File: src/verilog/mix_params_pkg.sv
// numeric constants of the output mixer: sample widths, FIR coefficients,
// interpolation weights and the spacing of the rate stages
package mix_params_pkg;

	// signed FM sample, also the PSG value once cut down to its upper bits
	localparam int FM_W = 9;

	// raw PSG level as it leaves the tone generator, unsigned
	localparam int PSG_W = 12;

	// signed results of the FIR and of the linear interpolator
	localparam int ACC_W = 20;

	// signed stereo output
	localparam int OUT_W = 16;

	// polyphase prototype, 6 phases of 4 taps
	// the index is phase*4 + tap and tap 0 multiplies the newest sample
	// every phase sums to exactly 2048 so DC passes with a gain of 2^11
	localparam int FIR6_TAPS = 24;
	localparam logic signed [11:0] FIR6_COEF [FIR6_TAPS] = '{
		-12'sd48,  12'sd768,  12'sd1448, -12'sd120,
		-12'sd88,  12'sd888,  12'sd1344, -12'sd96,
		-12'sd112, 12'sd1008, 12'sd1216, -12'sd64,
		-12'sd64,  12'sd1216, 12'sd1008, -12'sd112,
		-12'sd96,  12'sd1344, 12'sd888,  -12'sd88,
		-12'sd120, 12'sd1448, 12'sd768,  -12'sd48
	};

	// clocks between two result pairs of the interpolate-by-6 FIR
	localparam int PHASE6_SPACING = 12;

	// weight step of the interpolate-by-4 stage, four steps make 1024
	localparam int INTERP4_STEP = 256;

	// clocks between two result pairs of the interpolate-by-4 stage
	localparam int PHASE4_SPACING = 3;

	// input strobes closer than this are dropped, six FIR phases must fit
	localparam int MIN_SAMPLE_GAP = 6 * PHASE6_SPACING;

endpackage

File: src/verilog/mix_types_pkg.sv
// enums of the mixer: gain settings and rate stage sequencer states
package mix_types_pkg;

	// output gain, the encoding matches the 3-bit volume register
	typedef enum logic [2:0] {
		VOL_QUARTER = 3'd0,
		VOL_HALF    = 3'd1,
		VOL_UNITY   = 3'd2,
		VOL_X2      = 3'd3,
		VOL_X4      = 3'd4,
		VOL_X8      = 3'd5,
		VOL_X16     = 3'd6,
		VOL_X32     = 3'd7
	} vol_level_e;

	// sequencer of the time-shared multiplier in both rate stages
	// left channel work, then right channel work, then idle slots
	// until the next result is due
	typedef enum logic [1:0] {
		FIR_IDLE  = 2'd0,
		FIR_MAC_L = 2'd1,
		FIR_MAC_R = 2'd2,
		FIR_WAIT  = 2'd3
	} fir_state_e;

endpackage
File: src/verilog/audio_mixer.sv
// mixer top: source gating, interpolation by 6 and by 4, PSG mix-in and
// the output gain
`timescale 1ns/1ps

module audio_mixer import mix_params_pkg::*, mix_types_pkg::*; (
	input  logic                    clk,
	input  logic                    arst_n,
	input  logic                    sample,
	input  logic signed [FM_W-1:0]  fm_left,
	input  logic signed [FM_W-1:0]  fm_right,
	input  logic [PSG_W-1:0]        psg,
	input  logic                    enable_fm,
	input  logic                    enable_psg,
	input  vol_level_e              volume,
	output logic signed [OUT_W-1:0] left_out,
	output logic signed [OUT_W-1:0] right_out
);

	// PSG path before the FIR
	logic [PSG_W-1:0] psg_gated;
	logic signed [FM_W-1:0] psg_cut;

	// results of the two interpolate-by-6 instances
	logic signed [ACC_W-1:0] fir6_left;
	logic signed [ACC_W-1:0] fir6_right;
	logic fir6_strobe;
	logic signed [ACC_W-1:0] psg_fir6;

	// inputs of the interpolate-by-4 stage
	logic signed [FM_W-1:0] fm_gated_left;
	logic signed [FM_W-1:0] fm_gated_right;
	logic signed [ACC_W-1:0] psg_att;
	logic signed [FM_W-1:0] psg_side;

	// interpolate-by-4 results
	logic signed [ACC_W-1:0] fir4_left;
	logic signed [ACC_W-1:0] fir4_right;

	// the PSG is treated as a signed 9-bit sample made from its upper bits
	assign psg_gated = enable_psg ? psg : '0;
	assign psg_cut   = psg_gated[PSG_W-1 -: FM_W];

	fir_interp6 u_fir6_fm (
		.clk        (clk),
		.arst_n     (arst_n),
		.sample     (sample),
		.left_in    (fm_left),
		.right_in   (fm_right),
		.left_out   (fir6_left),
		.right_out  (fir6_right),
		.out_strobe (fir6_strobe)
	);

	// mono source, the right channel is tied off and its output ignored
	// this instance runs in lock step with the FM one, so its strobe is left open
	fir_interp6 u_fir6_psg (
		.clk        (clk),
		.arst_n     (arst_n),
		.sample     (sample),
		.left_in    (psg_cut),
		.right_in   ('0),
		.left_out   (psg_fir6),
		.right_out  (),
		.out_strobe ()
	);

	// the FIR carries a DC gain of 2^11, the upper bits bring FM back to sample scale
	assign fm_gated_left  = enable_fm ? fir6_left[ACC_W-1 -: FM_W] : '0;
	assign fm_gated_right = enable_fm ? fir6_right[ACC_W-1 -: FM_W] : '0;

	// PSG at a quarter of its level, so it sits at a level comparable to the FM
	assign psg_att  = psg_fir6 >>> 2;
	assign psg_side = psg_att[ACC_W-1 -: FM_W];

	// the gain stage registers every clock, so the 4x rate strobe is not needed further on
	interp4 u_interp4 (
		.clk         (clk),
		.arst_n      (arst_n),
		.in_strobe   (fir6_strobe),
		.left_in     (fm_gated_left),
		.right_in    (fm_gated_right),
		.left_other  (psg_side),
		.right_other (psg_side),
		.left_out    (fir4_left),
		.right_out   (fir4_right),
		.out_strobe  ()
	);

	gain_stage u_gain (
		.clk       (clk),
		.arst_n    (arst_n),
		.left_in   (fir4_left[ACC_W-1 -: OUT_W]),
		.right_in  (fir4_right[ACC_W-1 -: OUT_W]),
		.volume    (volume),
		.left_out  (left_out),
		.right_out (right_out)
	);

endmodule

File: src/verilog/fir_interp6.sv
// stereo polyphase FIR, interpolation by 6 on a single multiply-accumulate
`timescale 1ns/1ps

module fir_interp6 import mix_params_pkg::*, mix_types_pkg::*; (
	input  logic                    clk,
	input  logic                    arst_n,
	input  logic                    sample,
	input  logic signed [FM_W-1:0]  left_in,
	input  logic signed [FM_W-1:0]  right_in,
	output logic signed [ACC_W-1:0] left_out,
	output logic signed [ACC_W-1:0] right_out,
	output logic                    out_strobe
);

	// the accumulator has two guard bits, negative taps can overshoot
	function automatic logic signed [ACC_W-1:0] clip(input logic signed [ACC_W+1:0] v);
		logic [2:0] top;
		logic signed [ACC_W-1:0] res;
		top = v[ACC_W+1:ACC_W-1];
		if (top == 3'b000 || top == 3'b111)
			res = v[ACC_W-1:0];
		else if (v[ACC_W+1])
			res = {1'b1, {(ACC_W-1){1'b0}}};
		else
			res = {1'b0, {(ACC_W-1){1'b1}}};
		return res;
	endfunction

	fir_state_e state;
	logic [2:0] phase;
	logic [1:0] tap;
	logic [3:0] slot;
	logic [$clog2(MIN_SAMPLE_GAP+1)-1:0] gap_cnt;
	logic accept;

	// four newest samples per channel, index 0 is the latest
	logic signed [FM_W-1:0] hist_l [4];
	logic signed [FM_W-1:0] hist_r [4];

	logic signed [11:0] mac_coef;
	logic signed [FM_W-1:0] mac_data;
	logic signed [ACC_W+1:0] product;
	logic signed [ACC_W+1:0] acc_l;
	logic signed [ACC_W+1:0] acc_r;

	// a strobe only counts once the previous sample had time for all six phases
	assign accept = sample && (gap_cnt == MIN_SAMPLE_GAP);

	// one multiplier serves both channels, the state picks the history
	assign mac_coef = FIR6_COEF[{phase, tap}];
	assign mac_data = (state == FIR_MAC_R) ? hist_r[tap] : hist_l[tap];
	assign product  = mac_coef * mac_data;

	always_ff @(posedge clk or negedge arst_n) begin
		if (!arst_n) begin
			state      <= FIR_IDLE;
			phase      <= '0;
			tap        <= '0;
			slot       <= '0;
			gap_cnt    <= ($clog2(MIN_SAMPLE_GAP+1))'(MIN_SAMPLE_GAP);
			acc_l      <= '0;
			acc_r      <= '0;
			left_out   <= '0;
			right_out  <= '0;
			out_strobe <= 1'b0;
			for (int i = 0; i < 4; i++) begin
				hist_l[i] <= '0;
				hist_r[i] <= '0;
			end
		end else begin
			out_strobe <= 1'b0;
			slot       <= slot + 1'b1;
			if (gap_cnt != MIN_SAMPLE_GAP)
				gap_cnt <= gap_cnt + 1'b1;

			case (state)
				FIR_MAC_L: begin
					acc_l <= acc_l + product;
					tap   <= tap + 1'b1;
					if (tap == 2'd3)
						state <= FIR_MAC_R;
				end
				FIR_MAC_R: begin
					acc_r <= acc_r + product;
					tap   <= tap + 1'b1;
					if (tap == 2'd3)
						state <= FIR_WAIT;
				end
				FIR_WAIT: begin
					// the phase slot is over, publish the pair and clear for the next one
					if (slot == PHASE6_SPACING - 1) begin
						left_out   <= clip(acc_l);
						right_out  <= clip(acc_r);
						out_strobe <= 1'b1;
						acc_l      <= '0;
						acc_r      <= '0;
						slot       <= '0;
						if (phase == FIR6_TAPS / 4 - 1) begin
							state <= FIR_IDLE;
						end else begin
							phase <= phase + 1'b1;
							state <= FIR_MAC_L;
						end
					end
				end
				default: slot <= '0;
			endcase

			// a new sample restarts at phase 0 and wins over the transitions above
			if (accept) begin
				hist_l[0] <= left_in;
				hist_r[0] <= right_in;
				for (int i = 3; i > 0; i--) begin
					hist_l[i] <= hist_l[i-1];
					hist_r[i] <= hist_r[i-1];
				end
				state   <= FIR_MAC_L;
				phase   <= '0;
				tap     <= '0;
				slot    <= '0;
				acc_l   <= '0;
				acc_r   <= '0;
				gap_cnt <= 1;
			end
		end
	end

endmodule

File: src/verilog/gain_stage.sv
// eight-step output gain with saturation and a registered stereo result
`timescale 1ns/1ps

module gain_stage import mix_params_pkg::*, mix_types_pkg::*; (
	input  logic                    clk,
	input  logic                    arst_n,
	input  logic signed [OUT_W-1:0] left_in,
	input  logic signed [OUT_W-1:0] right_in,
	input  vol_level_e              volume,
	output logic signed [OUT_W-1:0] left_out,
	output logic signed [OUT_W-1:0] right_out
);

	// applies one gain level, five guard bits cover the x32 shift
	function automatic logic signed [OUT_W-1:0] scale(
		input logic signed [OUT_W-1:0] x,
		input vol_level_e level
	);
		logic signed [OUT_W+5:0] wide;
		logic [6:0] top;
		logic signed [OUT_W-1:0] res;
		case (level)
			VOL_QUARTER: wide = (OUT_W+6)'(x >>> 2);
			VOL_HALF:    wide = (OUT_W+6)'(x >>> 1);
			VOL_X2:      wide = (OUT_W+6)'(x) <<< 1;
			VOL_X4:      wide = (OUT_W+6)'(x) <<< 2;
			VOL_X8:      wide = (OUT_W+6)'(x) <<< 3;
			VOL_X16:     wide = (OUT_W+6)'(x) <<< 4;
			VOL_X32:     wide = (OUT_W+6)'(x) <<< 5;
			default:     wide = (OUT_W+6)'(x);
		endcase
		// the value fits when every bit above the output sign matches it
		top = wide[OUT_W+5:OUT_W-1];
		if (top == '0 || top == '1)
			res = wide[OUT_W-1:0];
		else if (wide[OUT_W+5])
			res = {1'b1, {(OUT_W-1){1'b0}}};
		else
			res = {1'b0, {(OUT_W-1){1'b1}}};
		return res;
	endfunction

	// every gain level is computed in parallel, volume only picks one
	logic signed [OUT_W-1:0] gain_l [8];
	logic signed [OUT_W-1:0] gain_r [8];

	for (genvar i = 0; i < 8; i++) begin : g_level
		assign gain_l[i] = scale(left_in, vol_level_e'(i));
		assign gain_r[i] = scale(right_in, vol_level_e'(i));
	end

	// volume may change at any time, the register keeps the output glitch free
	always_ff @(posedge clk or negedge arst_n) begin
		if (!arst_n) begin
			left_out  <= '0;
			right_out <= '0;
		end else begin
			left_out  <= gain_l[volume];
			right_out <= gain_r[volume];
		end
	end

endmodule

File: src/verilog/interp4.sv
// linear interpolator by 4 with a side input summed into each channel
`timescale 1ns/1ps

module interp4 import mix_params_pkg::*, mix_types_pkg::*; (
	input  logic                    clk,
	input  logic                    arst_n,
	input  logic                    in_strobe,
	input  logic signed [FM_W-1:0]  left_in,
	input  logic signed [FM_W-1:0]  right_in,
	input  logic signed [FM_W-1:0]  left_other,
	input  logic signed [FM_W-1:0]  right_other,
	output logic signed [ACC_W-1:0] left_out,
	output logic signed [ACC_W-1:0] right_out,
	output logic                    out_strobe
);

	fir_state_e state;
	logic [1:0] phase;
	logic [1:0] slot;

	// main plus side input, one bit wider so the sum cannot wrap
	logic signed [FM_W:0] sum_l;
	logic signed [FM_W:0] sum_r;
	logic signed [FM_W:0] prev_l;
	logic signed [FM_W:0] prev_r;
	logic signed [FM_W:0] cur_l;
	logic signed [FM_W:0] cur_r;

	logic signed [FM_W:0] mac_prev;
	logic signed [FM_W:0] mac_cur;
	logic signed [FM_W+1:0] mac_diff;
	logic signed [11:0] weight;
	logic signed [ACC_W+2:0] blend;
	logic signed [ACC_W-1:0] acc_l;
	logic signed [ACC_W-1:0] acc_r;

	assign sum_l = (FM_W+1)'(left_in) + (FM_W+1)'(left_other);
	assign sum_r = (FM_W+1)'(right_in) + (FM_W+1)'(right_other);

	// weight of the current sum grows by one step per phase and reaches 1024 at phase 3
	assign weight = 12'(INTERP4_STEP * (int'(phase) + 1));

	// prev*1024 + (cur-prev)*w equals prev*(1024-w) + cur*w with a single variable product
	assign mac_prev = (state == FIR_MAC_R) ? prev_r : prev_l;
	assign mac_cur  = (state == FIR_MAC_R) ? cur_r : cur_l;
	assign mac_diff = (FM_W+2)'(mac_cur) - (FM_W+2)'(mac_prev);
	assign blend    = mac_prev * (ACC_W+3)'(4 * INTERP4_STEP) + mac_diff * weight;

	always_ff @(posedge clk or negedge arst_n) begin
		if (!arst_n) begin
			state      <= FIR_IDLE;
			phase      <= '0;
			slot       <= '0;
			prev_l     <= '0;
			prev_r     <= '0;
			cur_l      <= '0;
			cur_r      <= '0;
			acc_l      <= '0;
			acc_r      <= '0;
			left_out   <= '0;
			right_out  <= '0;
			out_strobe <= 1'b0;
		end else begin
			out_strobe <= 1'b0;
			slot       <= slot + 1'b1;

			case (state)
				FIR_MAC_L: begin
					acc_l <= blend[ACC_W-1:0];
					state <= FIR_MAC_R;
				end
				FIR_MAC_R: begin
					acc_r <= blend[ACC_W-1:0];
					state <= FIR_WAIT;
				end
				FIR_WAIT: begin
					if (slot == PHASE4_SPACING - 1) begin
						left_out   <= acc_l;
						right_out  <= acc_r;
						out_strobe <= 1'b1;
						slot       <= '0;
						if (phase == 2'd3) begin
							state <= FIR_IDLE;
						end else begin
							phase <= phase + 1'b1;
							state <= FIR_MAC_L;
						end
					end
				end
				default: slot <= '0;
			endcase

			// the next input lands on the same edge as the last strobe, so it takes priority
			if (in_strobe) begin
				prev_l <= cur_l;
				prev_r <= cur_r;
				cur_l  <= sum_l;
				cur_r  <= sum_r;
				phase  <= '0;
				slot   <= '0;
				state  <= FIR_MAC_L;
			end
		end
	end

endmodule

File: config.mk
export PLATFORM = sky130hd
export DESIGN_NAME = audio_mixer
export DESIGN_NICKNAME = d
export VERILOG_FILES = /design/src/verilog/mix_params_pkg.sv /design/src/verilog/mix_types_pkg.sv /design/src/verilog/audio_mixer.sv /design/src/verilog/fir_interp6.sv /design/src/verilog/gain_stage.sv /design/src/verilog/interp4.sv
export SDC_FILE = /design/constraint.sdc
export NUM_CORES = 1
export LEC_CHECK = 0
export BUFFER_PORTS_ARGS = -buffer_cell sky130_fd_sc_hd__buf_2
export CAP_MARGIN = 0
export CELL_PAD_IN_SITES_DETAIL_PLACEMENT = 1
export CELL_PAD_IN_SITES_GLOBAL_PLACEMENT = 1
export CORE_ASPECT_RATIO = 1.1
export CORE_MARGIN = 4
export CORE_UTILIZATION = 55
export DETAILED_ROUTE_END_ITERATION = 12
export PLACE_DENSITY = 0.85
export SYNTH_ARGS = -nofsm -noshare
export SYNTH_HDL_FRONTEND = slang
export SYNTH_HIERARCHICAL = 1
export SYNTH_SLANG_ARGS = --single-unit
File: constraint.sdc
create_clock -name clk -period 16.45 [get_ports clk]
set_input_delay 1.645 -clock clk [delete_from_list [all_inputs] [get_ports clk]]
set_output_delay 1.645 -clock clk [all_outputs]
set_load 0.005 [all_outputs]
-- Word level (Yosys, flattened, before mapping)
Memories as Yosys holds them, arrays and structs flattened.
Cells that the tools add are included.
- $add $sub $neg: 18
- $mul: 3
- magnitude comparators: 5
- eq/ne operators: 46
- muxes and demuxes: 108
- bitwise logic cells: 5
- reduce and logical (&&, ||, !) cells: 63
- operators by type and width (kind ; number):
    16-bit 2-to-1 mux ; 22
    22-bit case mux with 2 select lines ; 3
    20-bit 2-to-1 mux ; 6
    22-bit 2-to-1 mux ; 5
    9-bit 2-to-1 mux ; 12
    7-bit equality test, second input constant ; 14
    16-bit binary-select mux with 3-bit select ; 2
    7-bit logical NOT ; 12
    9-bit binary-select mux with 2-bit select ; 4
    22-bit adder ; 3
    12-bit 2-to-1 mux ; 5
    12-bit by 9-bit multiplier with 21-bit output ; 2
    2-bit 2-to-1 mux ; 20
    7-bit 2-to-1 mux ; 4
    3-bit 2-to-1 mux ; 8
    20-bit adder ; 1
    9-bit by 7-bit adder with 10-bit output ; 2
    2-bit equality test, second input constant ; 10
    10-bit 2-to-1 mux ; 2
    2-bit nonzero test ; 10
    2-bit case mux with 3 select lines ; 3
    4-bit 2-to-1 mux ; 4
    4-bit case mux with 2 select lines ; 2
    3-bit equality test, second input constant ; 5
    other kinds (31) ; 87
- bits in registers: 429
- memory bits (read-only): 768
- input port bits: 38
- word-level logic and storage cells: 292
- memories: 2
- memories (memory ; depth ; bits a word ; rd ports ; clocked after memory_dff ; wr ports ; line ; RTL):
    (no name shown) ; 32 ; 12 ; 1 ; 0 ; 0 ; fir_interp6.sv:50 ; assign mac_coef = FIR6_COEF[{phase, tap}];
    (no name shown) ; 32 ; 12 ; 1 ; 0 ; 0 ; fir_interp6.sv:50 ;

-- Depth between registers and ports, before layout
- depth after elaboration: 9
- mapped depth: 34
- gate-level depth less buffers: 33

-- By module
The synthesis kept the hierarchy.
- modules (own cells, without submodules) (module ; instances ; cells an instance ; area an instance (sq um) ; sequential area each (sq um)):
    fir_interp6 (u_fir6_fm) ; 1 ; 1475 ; 12704.7 ; 4131.5
    fir_interp6 (u_fir6_psg) ; 1 ; 1325 ; 12044.1 ; 4131.5
    interp4 ; 1 ; 642 ; 6586.3 ; 2377.3
    gain_stage ; 1 ; 379 ; 3105.5 ; 800.8
    audio_mixer ; 1 ; 29 ; 201.4 ; 0.0

-- Worst setup path after synthesis
Ideal clock, no wire load.
- kind: flip-flop to flip-flop
- start: register u_fir6_fm.tap[0]
- end: register u_fir6_fm.acc_r[21]
- library setup time: 0.121 ns
- arrival time: 8.016 ns
- required time: 16.329 ns
- path slack: 8.313 ns
- stages on the path, launching flop included: 34
- period minus slack after synthesis: 8.137 ns
- cells stage by stage: dfrtp_1 clkbuf_1 inv_1 ha_1 nor2_1 a21oi_1 a211oi_1 a21o_1 nand2b_1 fa_1 inv_1 fa_1 ha_1 inv_1 fa_1 fa_1 inv_1 ha_1 fa_1 a211o_1 a21oi_1 nor2b_1 nor2_1 o21ai_0 a21oi_1 xnor2_1 ha_1 and4_1 and3_1 a221o_1 o41a_1 a21o_1 a31o_2 a22o_1
- word-level cells in the longest chain between the ends: 9
- elaborated cells on any way between the ends: 16
- ends and longest elaborated chain (item ; line ; RTL):
    start: declaration ; fir_interp6.sv:31 ; logic [1:0] tap;
    start signal: assignment ; fir_interp6.sv:79 ; tap <= tap + 1'b1;
    start signal: assignment ; fir_interp6.sv:85 ; tap <= tap + 1'b1;
    branches (longest 5 deep; another with memory read 32 x 12 bit) ; - ;
    12-bit by 9-bit multiplier with 21-bit output (*) ; fir_interp6.sv:52 ; assign product = mac_coef * mac_data;
    22-bit adder (*) ; fir_interp6.sv:84 ; acc_r <= acc_r + product;
    22-bit case mux with 2 select lines (*) ; fir_interp6.sv:76 ; case (state)
    22-bit 2-to-1 mux (*) ; fir_interp6.sv:110 ; if (accept) begin
    end signal: assignment ; fir_interp6.sv:84 ;
    end: declaration ; fir_interp6.sv:44 ; logic signed [ACC_W+1:0] acc_r;
Mark *: on every way between the ends. The select of a mux whose other input is x is not followed.
A chain may end at the register's enable or synchronous reset.

-- Worst setup path after layout
Ends and elaborated chain as after synthesis.

==> out/qor.yml <==
status: "finished clean"
wire_per_inst_um: 20.2
root_buffer: "clkbuf_16"
finClkSkew_ns: 0.0235
cts.sinks: 389
nets: 3826
avgSynthCellArea_um2: 9.05
placed_cells: 4080
whs_ns: 0.465
crit_fanout: 24
dp_hpwl_um: 59900
synthCells: 3412
critPathSlowestCell: "ha_1"
p_sw_share_pct: 47.9
cts_setup_buffers: 0
rsz0062_at_grt: "false"
rows: 90
cts_hold_buf: 0
pre_cts_ws_ns: 7.37
syn_area_um2: 30900
slew_headroom_pct: 15.0
drive_above_1_share_pct: 10.7
power.density_nw_per_um2: 200
cts_buffers: 44
grt_pass1_wl_um: 140000
setup_viol: 0
drc: 0
grt_max_degree: 104
cp_data_arrival_time_ns: 9.68
regArea_um2: 9740
end_kind: "flip-flop"
cts.clk_slew.worst_paths_ns: 0.06
worst_slew_pin_slew_ns: 1.26
dieArea_um2: 60000
track_usage_pct: 28.2
dpl_cell_area_um2: 31700
clock_path_buffers: 3
area_delta_synth_final_pct: 7.35
antenna_cells: 0
cts_tree: "built"
post-route-util_pct: 60.1
grt_antenna_before_repair: 0
routed_wl_um: 84000
maxCapViolCount: 0
pin_count: 70
vias: 24690
peakVddDrop_v: 0.000178
setup_ws_ns: 7.23
internal_power_mw: 3.45
core_area_um2: 55200
firstDrtPassIters: 6
hold_path_class: "flip-flop to flip-flop"
fin_tns_setup_ns: 0
synth_warnings: 6
p_switching_mw: 3.17
most-common-layout-cells: "674 x nand2_1, 385 x dfrtp_1, 289 x inv_1, 235 x ha_1, 234 x nor2_1"
combPwrFrac_pct: 63.5
drtAntennaViolNets: 0
gp_congestion: 0.902
vias_per_cell: 5.94
final_common_cell: "nand2_1"
seqPwrFrac_pct: 20.8
crit_type: "flip-flop to flip-flop"
chipHeight_um: 257
period_share_pct: 56.0
slew_violations: 0
start_kind: "flip-flop"
die_w_um: 234
drt_iter0_drc: 1717
grt_pass1_vias: 27507
start_util_pct: 56.0
period_needed_ns: 9.22
grt_overflow: 0
post_cts_resized: 0
required_ns: 16.91
total_power_mw: 6.62
multiInputGateArea_um2: 19400
clk_latency_ns: 0.59
critical_path.most_common_cell: "fa_1"
final_cells: 4156
p_leak_nw: 16.6
htree_levels: 2
finalHoldViolCount: 0
cp_slowest_stage_delay_ns: 0.64
clockPowerShare_pct: 15.6
fin_area_um2: 33200
max_freq_mhz: 109
fill_cells: 6339
io_buffer_count: 66
[final cells by class]
| cell class | instances | share of cell area [%] |
|---|---|---|
| Clock buffer | 59 | 3.74 |
| Clock inverter | 17 | 0.755 |
| Inverter | 292 | 3.31 |
| Multi-Input combinational cell | 2574 | 58.5 |
| Sequential cell | 389 | 29.4 |
| Tap cell | 736 | 2.78 |
| Timing Repair Buffer | 89 | 1.55 |
[sequential cells by signal, summed over array words and instances, names as in the netlist, 10 cells and up]
register	count
u_fir6_fm/hist_l	36
u_fir6_fm/hist_r	36
u_fir6_psg/hist_l	36
u_fir6_psg/hist_r	36
u_fir6_fm/acc_l	19
u_fir6_fm/acc_r	19
u_fir6_psg/acc_l	19
u_gain/left_out	16
u_gain/right_out	16
u_interp4/acc_l	12
u_interp4/acc_r	12
u_interp4/left_out	12
u_interp4/right_out	12
u_interp4/cur_l	10
u_interp4/cur_r	10
u_interp4/prev_l	10
u_interp4/prev_r	10
[routing by layer]
layer	up-vias	share of wire [%]	wire, um	global-route usage, %
met1	12602	40	33900	34.0
li1	11381	-	-	-
met5	-	0	0	0
met2	501	53	44400	51.5
met4	0	3.5	2950	9.97
met3	206	3.2	2730	3.52
[critical path: cells and delay by family, from the launching register on]
kind	cells	cell delay (ns)
adders and majority gates	9	3.98
AOI/OAI and AO/OA	12	2.77
and+or+nand+nor	6	1.02
buffers and inverters	5	0.73
DFF	1	0.33
xor gates and xnor gates	1	0.28
[worst paths after layout]
| path | from | end | slack (ns) | cells past startpoint |
|---|---|---|---|---|
| worst max register to register | u_fir6_fm/tap[0] | u_fir6_fm/acc_r[21] | 7.23 | 33 |
| worst max-delay path | u_fir6_fm/tap[0] | u_fir6_fm/acc_r[21] | 7.23 | 33 |
| worst min register to register | u_fir6_fm/slot[0] | u_fir6_fm/slot[0] | 0.47 | 1 |
| max in group asynchronous | arst_n | u_fir6_psg/state[0] | 12.93 | 3 |
| worst min-delay path | u_fir6_fm/slot[0] | u_fir6_fm/slot[0] | 0.47 | 1 |
| min in group asynchronous | arst_n | u_fir6_fm/acc_l[8] | 1.11 | 1 |
[power by group through the flow]
| stage | clock (mW) | combinational [mW] | sequential [mW] |
|---|---|---|---|
| after global placement | 0 | 3.82 | 1.37 |
| after detailed placement | 0 | 4.09 | 1.39 |
| after CTS | 1.06 | 4.18 | 1.38 |
| after floorplan | 0 | 3.11 | 1.28 |
| final | 1.03 | 4.20 | 1.38 |
| after global routing | 1.10 | 4.65 | 1.40 |
Power figures use the tool's default switching activity.
